File: src/verilog/id_defines.svh
`ifndef ID_DEFINES_SVH
`define ID_DEFINES_SVH

// datapath and instruction word width
`define ID_DATA_W 32

// register file geometry
`define ID_NUM_REGS 32
`define ID_REG_AW 5

// primary opcode field
`define ID_OP_W 6

// rs and rt, one forwarding unit each
`define ID_NUM_SRC 2

`endif

File: src/verilog/id_pkg.sv
`include "id_defines.svh"

package id_pkg;

    // fields pulled out of one instruction word
    typedef struct packed {
        logic [`ID_OP_W-1:0]   opcode;
        logic [`ID_REG_AW-1:0] rs;
        logic [`ID_REG_AW-1:0] rt;
        logic [`ID_REG_AW-1:0] rd;
        logic [`ID_DATA_W-1:0] immediate;
        logic [25:0]           jump_target;
    } id_fields_t;

    // operand source picked by a forwarding unit
    typedef enum logic [1:0] {
        FWD_BANK   = 2'd0,
        FWD_MEM_WB = 2'd2,
        FWD_EX_MEM = 2'd1,
        FWD_ID_EX  = 2'd3
    } fwd_sel_e;

endpackage

File: src/verilog/fwd_src_if.sv
`timescale 1ns/1ps
`include "id_defines.svh"

interface fwd_src_if;

    // destination register of each later stage
    logic [`ID_REG_AW-1:0] rd_id_ex;
    logic [`ID_REG_AW-1:0] rd_ex_mem;
    logic [`ID_REG_AW-1:0] rd_mem_wb;

    // register write flags
    logic wr_id_ex;
    logic wr_ex_mem;
    logic wr_mem_wb;

    // result values available for forwarding
    logic [`ID_DATA_W-1:0] data_id_ex;
    logic [`ID_DATA_W-1:0] data_ex_mem;
    logic [`ID_DATA_W-1:0] data_mem_wb;

    modport src (
        output rd_id_ex, rd_ex_mem, rd_mem_wb,
        output wr_id_ex, wr_ex_mem, wr_mem_wb,
        output data_id_ex, data_ex_mem, data_mem_wb
    );

    modport dst (
        input rd_id_ex, rd_ex_mem, rd_mem_wb,
        input wr_id_ex, wr_ex_mem, wr_mem_wb,
        input data_id_ex, data_ex_mem, data_mem_wb
    );

endinterface

File: src/verilog/field_decoder.sv
`timescale 1ns/1ps
`include "id_defines.svh"

module field_decoder
    import id_pkg::*;
(
    input  logic [`ID_DATA_W-1:0] i_instruction,
    output id_fields_t            o_fields
);

    // sign bit of the 16-bit immediate
    logic imm_sign;

    assign imm_sign = i_instruction[15];

    // ********************************************************************
    // fixed MIPS field positions
    // ********************************************************************
    assign o_fields.opcode = i_instruction[31:26];
    assign o_fields.rs     = i_instruction[25:21];
    assign o_fields.rt     = i_instruction[20:16];
    assign o_fields.rd     = i_instruction[15:11];

    // I-type immediate, sign extended to full width
    assign o_fields.immediate = {{(`ID_DATA_W-16){imm_sign}}, i_instruction[15:0]};

    // J-type target, left unshifted
    assign o_fields.jump_target = i_instruction[25:0];

endmodule

File: src/verilog/register_bank.sv
`timescale 1ns/1ps
`include "id_defines.svh"

module register_bank (
    input  logic                  clk,
    input  logic                  i_rst_n,
    input  logic                  i_write_enable,
    input  logic [`ID_REG_AW-1:0] i_w_dir,
    input  logic [`ID_DATA_W-1:0] i_w_data,
    input  logic [`ID_REG_AW-1:0] i_rd_addr_a,
    input  logic [`ID_REG_AW-1:0] i_rd_addr_b,
    output logic [`ID_DATA_W-1:0] o_rd_data_a,
    output logic [`ID_DATA_W-1:0] o_rd_data_b
);

    logic [`ID_DATA_W-1:0] regs [`ID_NUM_REGS];
    logic                  bypass_a;
    logic                  bypass_b;

    // ********************************************************************
    // write port
    // ********************************************************************
    always_ff @(posedge clk or negedge i_rst_n) begin
        if (!i_rst_n) begin
            for (int i = 0; i < `ID_NUM_REGS; i++) begin
                regs[i] <= '0;
            end
        end else if (i_write_enable && (i_w_dir != '0)) begin
            regs[i_w_dir] <= i_w_data;
        end
    end

    // ********************************************************************
    // read ports
    // ********************************************************************
    // write-back hitting a read address this cycle goes straight through
    assign bypass_a = i_write_enable && (i_w_dir == i_rd_addr_a);
    assign bypass_b = i_write_enable && (i_w_dir == i_rd_addr_b);

    // $zero always reads back as zero
    assign o_rd_data_a = (i_rd_addr_a == '0) ? '0 :
                         bypass_a            ? i_w_data :
                                               regs[i_rd_addr_a];

    assign o_rd_data_b = (i_rd_addr_b == '0) ? '0 :
                         bypass_b            ? i_w_data :
                                               regs[i_rd_addr_b];

endmodule

File: src/verilog/operand_forward.sv
`timescale 1ns/1ps
`include "id_defines.svh"

module operand_forward
    import id_pkg::*;
(
    input  logic [`ID_REG_AW-1:0] i_src_addr,
    input  logic [`ID_DATA_W-1:0] i_bank_data,
    fwd_src_if.dst                fwd,
    output fwd_sel_e              o_sel,
    output logic [`ID_DATA_W-1:0] o_operand
);

    logic hit_id_ex;
    logic hit_ex_mem;
    logic hit_mem_wb;

    // a stage only counts if it really writes the register we read
    assign hit_id_ex  = fwd.wr_id_ex  && (fwd.rd_id_ex  == i_src_addr);
    assign hit_ex_mem = fwd.wr_ex_mem && (fwd.rd_ex_mem == i_src_addr);
    assign hit_mem_wb = fwd.wr_mem_wb && (fwd.rd_mem_wb == i_src_addr);

    // youngest producer wins, $zero is never forwarded
    always_comb begin
        o_sel     = FWD_BANK;
        o_operand = i_bank_data;
        if (i_src_addr != '0) begin
            if (hit_id_ex) begin
                o_sel     = FWD_ID_EX;
                o_operand = fwd.data_id_ex;
            end else if (hit_ex_mem) begin
                o_sel     = FWD_EX_MEM;
                o_operand = fwd.data_ex_mem;
            end else if (hit_mem_wb) begin
                o_sel     = FWD_MEM_WB;
                o_operand = fwd.data_mem_wb;
            end
        end
    end

endmodule

File: src/verilog/id_ex_latch.sv
`timescale 1ns/1ps
`include "id_defines.svh"

module id_ex_latch
    import id_pkg::*;
(
    input  logic                  clk,
    input  logic                  i_rst_n,
    input  logic                  i_stall,
    input  logic                  i_jump_brch,
    input  logic [`ID_DATA_W-1:0] i_pc,
    input  id_fields_t            i_fields,
    input  logic [`ID_DATA_W-1:0] i_operand_a,
    input  logic [`ID_DATA_W-1:0] i_operand_b,
    input  logic [`ID_DATA_W-1:0] i_bank_a,
    input  logic [`ID_DATA_W-1:0] i_bank_b,
    output logic                  o_valid,
    output logic [`ID_OP_W-1:0]   o_op,
    output logic [`ID_DATA_W-1:0] o_reg_a,
    output logic [`ID_DATA_W-1:0] o_reg_b,
    output logic [`ID_DATA_W-1:0] o_reg_a_branch,
    output logic [`ID_DATA_W-1:0] o_reg_b_branch,
    output logic [`ID_DATA_W-1:0] o_immediate,
    output logic [25:0]           o_jmp_direc,
    output logic [`ID_REG_AW-1:0] o_dir_rs,
    output logic [`ID_REG_AW-1:0] o_dir_rt,
    output logic [`ID_REG_AW-1:0] o_dir_rd
);

    logic [`ID_DATA_W-1:0] next_reg_a;

    // jumps and branches hand the PC to the ALU as operand A
    assign next_reg_a = i_jump_brch ? i_pc : i_operand_a;

    always_ff @(posedge clk or negedge i_rst_n) begin
        if (!i_rst_n) begin
            o_valid        <= 1'b0;
            o_op           <= '0;
            o_reg_a        <= '0;
            o_reg_b        <= '0;
            o_reg_a_branch <= '0;
            o_reg_b_branch <= '0;
            o_immediate    <= '0;
            o_jmp_direc    <= '0;
            o_dir_rs       <= '0;
            o_dir_rt       <= '0;
            o_dir_rd       <= '0;
        end else if (!i_stall) begin
            o_valid        <= 1'b1;
            o_op           <= i_fields.opcode;
            o_reg_a        <= next_reg_a;
            o_reg_b        <= i_operand_b;
            // branch compare uses the raw bank values
            o_reg_a_branch <= i_bank_a;
            o_reg_b_branch <= i_bank_b;
            o_immediate    <= i_fields.immediate;
            o_jmp_direc    <= i_fields.jump_target;
            o_dir_rs       <= i_fields.rs;
            o_dir_rt       <= i_fields.rt;
            o_dir_rd       <= i_fields.rd;
        end
    end

endmodule

File: src/verilog/id_stage.sv
`timescale 1ns/1ps
`include "id_defines.svh"

module id_stage
    import id_pkg::*;
(
    input  logic                  clk,
    input  logic                  i_rst_n,
    input  logic                  i_stall,
    input  logic [`ID_DATA_W-1:0] i_instruction,
    input  logic [`ID_DATA_W-1:0] i_pc,
    input  logic                  i_jump_brch,
    input  logic [`ID_REG_AW-1:0] i_w_dir,
    input  logic [`ID_DATA_W-1:0] i_w_data,
    input  logic                  i_write_enable,
    input  logic [`ID_REG_AW-1:0] i_rd_id_ex,
    input  logic [`ID_REG_AW-1:0] i_rd_ex_mem,
    input  logic [`ID_REG_AW-1:0] i_rd_mem_wb,
    input  logic                  i_reg_wr_id_ex,
    input  logic                  i_reg_wr_ex_mem,
    input  logic                  i_reg_wr_mem_wb,
    input  logic [`ID_DATA_W-1:0] i_data_id_ex,
    input  logic [`ID_DATA_W-1:0] i_data_ex_mem,
    input  logic [`ID_DATA_W-1:0] i_data_mem_wb,
    output logic                  o_valid,
    output logic [`ID_OP_W-1:0]   o_op,
    output logic [`ID_DATA_W-1:0] o_reg_a,
    output logic [`ID_DATA_W-1:0] o_reg_b,
    output logic [`ID_DATA_W-1:0] o_reg_a_branch,
    output logic [`ID_DATA_W-1:0] o_reg_b_branch,
    output logic [`ID_DATA_W-1:0] o_immediate,
    output logic [25:0]           o_jmp_direc,
    output logic [`ID_REG_AW-1:0] o_dir_rs,
    output logic [`ID_REG_AW-1:0] o_dir_rt,
    output logic [`ID_REG_AW-1:0] o_dir_rd
);

    id_fields_t            fields;
    logic [`ID_REG_AW-1:0] src_addr    [`ID_NUM_SRC];
    logic [`ID_DATA_W-1:0] bank_data   [`ID_NUM_SRC];
    logic [`ID_DATA_W-1:0] fwd_operand [`ID_NUM_SRC];
    fwd_sel_e              fwd_sel     [`ID_NUM_SRC];

    fwd_src_if u_fwd_src ();

    // later-stage results arrive as plain ports
    assign u_fwd_src.rd_id_ex    = i_rd_id_ex;
    assign u_fwd_src.rd_ex_mem   = i_rd_ex_mem;
    assign u_fwd_src.rd_mem_wb   = i_rd_mem_wb;
    assign u_fwd_src.wr_id_ex    = i_reg_wr_id_ex;
    assign u_fwd_src.wr_ex_mem   = i_reg_wr_ex_mem;
    assign u_fwd_src.wr_mem_wb   = i_reg_wr_mem_wb;
    assign u_fwd_src.data_id_ex  = i_data_id_ex;
    assign u_fwd_src.data_ex_mem = i_data_ex_mem;
    assign u_fwd_src.data_mem_wb = i_data_mem_wb;

    field_decoder u_field_decoder (
        .i_instruction (i_instruction),
        .o_fields      (fields)
    );

    // index 0 is rs, index 1 is rt
    assign src_addr[0] = fields.rs;
    assign src_addr[1] = fields.rt;

    register_bank u_register_bank (
        .clk            (clk),
        .i_rst_n        (i_rst_n),
        .i_write_enable (i_write_enable),
        .i_w_dir        (i_w_dir),
        .i_w_data       (i_w_data),
        .i_rd_addr_a    (src_addr[0]),
        .i_rd_addr_b    (src_addr[1]),
        .o_rd_data_a    (bank_data[0]),
        .o_rd_data_b    (bank_data[1])
    );

    // ********************************************************************
    // one forwarding unit per source operand
    // ********************************************************************
    for (genvar g = 0; g < `ID_NUM_SRC; g++) begin : g_fwd
        operand_forward u_operand_forward (
            .i_src_addr  (src_addr[g]),
            .i_bank_data (bank_data[g]),
            .fwd         (u_fwd_src.dst),
            .o_sel       (fwd_sel[g]),
            .o_operand   (fwd_operand[g])
        );
    end

    id_ex_latch u_id_ex_latch (
        .clk            (clk),
        .i_rst_n        (i_rst_n),
        .i_stall        (i_stall),
        .i_jump_brch    (i_jump_brch),
        .i_pc           (i_pc),
        .i_fields       (fields),
        .i_operand_a    (fwd_operand[0]),
        .i_operand_b    (fwd_operand[1]),
        .i_bank_a       (bank_data[0]),
        .i_bank_b       (bank_data[1]),
        .o_valid        (o_valid),
        .o_op           (o_op),
        .o_reg_a        (o_reg_a),
        .o_reg_b        (o_reg_b),
        .o_reg_a_branch (o_reg_a_branch),
        .o_reg_b_branch (o_reg_b_branch),
        .o_immediate    (o_immediate),
        .o_jmp_direc    (o_jmp_direc),
        .o_dir_rs       (o_dir_rs),
        .o_dir_rt       (o_dir_rt),
        .o_dir_rd       (o_dir_rd)
    );

endmodule

File: config.mk
export PLATFORM = sky130hd
export DESIGN_NAME = id_stage
export DESIGN_NICKNAME = d
export VERILOG_FILES = /design/src/verilog/id_pkg.sv /design/src/verilog/fwd_src_if.sv /design/src/verilog/field_decoder.sv /design/src/verilog/register_bank.sv /design/src/verilog/operand_forward.sv /design/src/verilog/id_ex_latch.sv /design/src/verilog/id_stage.sv
export VERILOG_INCLUDE_DIRS = /design/src /design/src/verilog
export SDC_FILE = /design/constraint.sdc
export NUM_CORES = 2
export LEC_CHECK = 0
export BUFFER_PORTS_ARGS = -buffer_cell sky130_fd_sc_hd__buf_4
export CAP_MARGIN = 20
export CELL_PAD_IN_SITES_DETAIL_PLACEMENT = 1
export CELL_PAD_IN_SITES_GLOBAL_PLACEMENT = 1
export CORE_MARGIN = 5
export CORE_UTILIZATION = 52
export DETAILED_ROUTE_END_ITERATION = 12
export PLACE_DENSITY = 0.91
export SYNTH_ARGS = -nofsm -noshare
export SYNTH_HDL_FRONTEND = slang
export SYNTH_HIERARCHICAL = 1
export SYNTH_SLANG_ARGS = --single-unit
File: constraint.sdc
create_clock -name clk -period 2.67 [get_ports clk]
set_input_delay 0.801 -clock clk [delete_from_list [all_inputs] [get_ports clk]]
set_output_delay 0.801 -clock clk [all_outputs]
set_load 0.01 [all_outputs]
==> metrics.yaml, run 1 <==
status:
  outcome: "stopped before the end"
  haltStage: "global routing"
  firstError: "[ERROR GRT-0116] Global routing finished with congestion. Check the congestion regions in the DRC Viewer."
cts:
  clockBufferDepth: 3
  root_buffer: "clkbuf_16"
  clkSinkCount: 1232
  htreeDepth: 4
  cts_inserted_buffers: 133
floorplan:
  die_h_um: 368.2
  initial_utilization_pct: 52.33
  pin_count: 428
  die_w_um: 368.2
  rows: 131
synth:
  postSynthCellCount: 4725
  yosysWarnings: 6
  synthesis.nets: 4945
  syn_area_um2: 66730
  synth_area_per_cell_um2: 14.12
global_route:
  grt_max_degree: 100
  grt_pass1_wl_um: 663900
  grt_pass1_vias: 73740
  track_usage_pct: 70.19
  overflow: 11
placed_design:
  port_buffers: 427
  dp_hpwl_um: 214900
  routabilityCongestion: 0.9343
  placed_cell_area_um2: 75720
  dpl_worst_slack_ns: -1.082
per-layer routing:
| metal | track usage, % | overflow |
|---|---|---|
| met1 | 68.06 | 0 |
| met2 | 80.04 | 3 |
| met4 | 65.66 | 8 |
| met5 | 49.82 | 0 |
| met3 | 65.98 | 0 |
metrics by stage:
step | setup TNS, ns | std cells
after CTS | -0.01001 | 7052
after detailed placement | -112.72 | 6806
after global placement | -65.41 | 6806
after floorplan | -6.212 | 4725
what timing repair did:
action	in CTS
gates cloned	1
endpoints found under the setup margin	65
hold buffers	1
gates resized for setup	84
endpoints found under the hold margin	18
setup buffers	11
pin swaps	8
==> run 2: changes to the inputs <==
--- a/config.mk
+++ b/config.mk
@@ -8,12 +8,10 @@
 export LEC_CHECK = 0
 export BUFFER_PORTS_ARGS = -buffer_cell sky130_fd_sc_hd__buf_4
 export CAP_MARGIN = 20
-export CELL_PAD_IN_SITES_DETAIL_PLACEMENT = 1
-export CELL_PAD_IN_SITES_GLOBAL_PLACEMENT = 1
 export CORE_MARGIN = 5
-export CORE_UTILIZATION = 52
+export CORE_UTILIZATION = 40
 export DETAILED_ROUTE_END_ITERATION = 12
-export PLACE_DENSITY = 0.91
+export PLACE_DENSITY_LB_ADDON = 0.15
 export SYNTH_ARGS = -nofsm -noshare
 export SYNTH_HDL_FRONTEND = slang
 export SYNTH_HIERARCHICAL = 1
==> run 2 against run 1 <==
  * The flow now finishes, with violations (negative setup slack)
  * Synthesized area stayed put
  * Synthesized cell count unchanged
==> metrics.yaml, run 2 <==
routing:
  drt-initial-drc-count: 4287
  drt_first_pass_iters: 5
  post-route-drc-count: 0
  vias: 47380
  via_per_inst: 6.145
  wl_per_cell_um: 33.34
  ant_nets: 0
  wl_um: 257000
placed_design:
  dp_hpwl_um: 180400  # was 214900 um
  routabilityCongestion: 0.8764  # was 0.9343
  placed_cell_area_um2: 77180  # was 75720 um2
  port_buffers: 427  # unchanged
timing:
  clock-skew-final_ns: 0.02698
  drv_slew: 0
  period_share_pct: 102.4
  period_needed_ns: 2.733
  grt_setup_unrepaired: "no"
  tightest_slew_ns: 0.7867
  finalSetupViolCount: 2
  slew_headroom_pct: 47.32
  fin_ws_ns: -0.06338
  hold_viol: 0
  max_freq_mhz: 365.8
setup_path:
  cp_max_fo: 13
  crit_arrival_ns: 3.42
  critical_path.cell_chain: "buf_8 -> buf_16 -> buf_12 -> buf_4 -> nor3_4 -> nand2_2 -> o211a_1 -> buf_4 -> a221o_1 -> buf_12 -> o2bb2ai_1 -> mux2_4"
  r2r-start: "u_register_bank/regs[389]"
  crit_cells: 12
  end_kind: "flop"
  worst_path_max_delay_cell: "a221o_1"
  worstReg2RegEnd: "u_id_ex_latch/o_reg_a[5]"
  crit_buf_inv: 6
  crit_type: "input pin to flop"
  worstRegToRegCells: 8
  crit_start: "i_instruction[16]"
  cpPeakStageDelay_ns: 0.44
  crit_family: "buffers and inverters"
  r2r_slack_ns: 0.21
  required_ns: 3.35
  crit_path_start_kind: "input pin"
cts:
  htreeDepth: 4  # unchanged
  cts.clk_slew.worst_paths_ns: 0.06
  cts_inserted_buffers: 140  # was 133
  clockBufferDepth: 3  # unchanged
  clkSinkCount: 1232  # unchanged
  clk_latency_ns: 0.80
  root_buffer: "clkbuf_16"  # unchanged
  cts_tree: "done"
min_path:
  hold_depth: 2
  hold_path_end: "u_id_ex_latch/o_immediate[7]"
  hp-class: "input pin to flop"
  min_from: "i_instruction[7]"
synth:
  yosysWarnings: 6  # unchanged
  postSynthCellCount: 4725  # unchanged
  synth_area_per_cell_um2: 14.12  # unchanged
  syn_area_um2: 66730  # unchanged
  synthesis.nets: 4945  # unchanged
finish:
  drive_gt1_share_pct: 54.51
  final_common_cell: "dfrtp_1"
  finalInstanceArea_um2: 82110
  final_nets: 5610
  final_core_util_pct: 49.33
  syn_to_final_growth_pct: 23.05
  regMostFlops: "u_register_bank/regs"
  largest_reg_flops: 1024
  final_cell_mix: "1232 x dfrtp_1, 1038 x mux2_2, 912 x buf_4"
floorplan:
  die_h_um: 418.5  # was 368.2 um
  pin_count: 428  # unchanged
  die_area_um2: 175100
  core-area_um2: 166500
  rows: 150  # was 131
  die_w_um: 418.5  # was 368.2 um
  initial_utilization_pct: 40.09  # was 52.33%
job:
  cap_violations: 0
global_route:
  grt_pass1_vias: 48290
  grt_max_degree: 88
  overflow: 0
  antenna_found_initial: 13
  track_usage_pct: 28.92
  grt_pass1_wl_um: 367000
pwr:
  vdd_drop_max_mv: 0.7160
  powerDensity_nw_per_um2: 711.6
  leakagePower_uw: 0.03672
status:
  outcome: "complete, but fails checks"  # was stopped before the end
  violations: "negative setup slack"
[run 2: where the power goes]
part / switching [uW] / internal, uW
clock network: 8150 / 12200
registers: 2700 / 22100
logic: 5590 / 7630
total: 16400 / 42000
[run 2: final cells by class]
| class | instances | area [um2] |
|---|---|---|
| clock inverter | 43 | 553.0 |
| inverter | 8 | 30.03 |
| antenna | 7 | 17.52 |
| timing repair buffer | 1115 | 10860 |
| fill | 14460 | 84360 |
| sequential | 1232 | 30830 |
| clock buffer | 207 | 4275 |
| tap | 2204 | 2758 |
| multi-input combinational | 2893 | 32790 |
[run 2: per-layer routing]
metal	track usage, %	vias to the layer above	wire length [um]
li1	-	19450	-
met1	39.43	25540	109100
met2	46.45	1989	120300
met3	5.291	404	18120
met4	10.53	0	9552
met5	0	-	0
[run 2: worst register-to-register path, cell delays in order (launching register included)]
cell	delay, ns
dfrtp_1	0.39
mux4_2	0.48
mux2i_1	0.23
o21ai_1	0.13
a32o_1	0.32
buf_12	0.16
o2bb2ai_1	0.14
mux2i_2	0.39
o21ai_1	0.10
[run 2: worst max-delay path by stage]
stage                     slack, ns                        end
after floorplan               -0.20  u_id_ex_latch/o_reg_b[28]
after global routing          0.002  u_id_ex_latch/o_reg_b[28]
after CTS                      0.06  u_id_ex_latch/o_reg_b[14]
after detailed placement      -0.92   u_id_ex_latch/o_reg_b[5]
after global placement        -0.93   u_id_ex_latch/o_reg_b[5]
final                         -0.06  u_id_ex_latch/o_reg_b[28]
[run 2: per-stage QoR]
| step | power, uW | instances | setup slack (ns) | hold WS, ns | setup TNS, ns |
|---|---|---|---|---|---|
| floorplan | 32540 | 4725 | -0.1971 | 0.4383 | -6.212 |
| global placement | 37860 | 7448 | -0.9300 | 0.3767 | -81.85 |
| detailed placement | 38160 | 7448 | -0.9179 | 0.3808 | -83.59 |
| CTS | 58660 | 7699 | 0.05563 | 0.1721 | 0 |
| global route | 60660 | 7708 | 0.002014 | 0.2196 | 0 |
| finish | 58430 | 7709 | -0.06338 | 0.2401 | -0.08619 |
[run 2: what timing repair did]
action                                  in CTS  in global routing
buffers inserted                             0                  3
pin swaps                                    0                  0
resized for setup                            1                 10
hold buffers                                 1                  0
endpoints found under the hold margin       39                  0
endpoints found under the setup margin       1                 17
No activity file was read; power rests on OpenSTA's default activity.
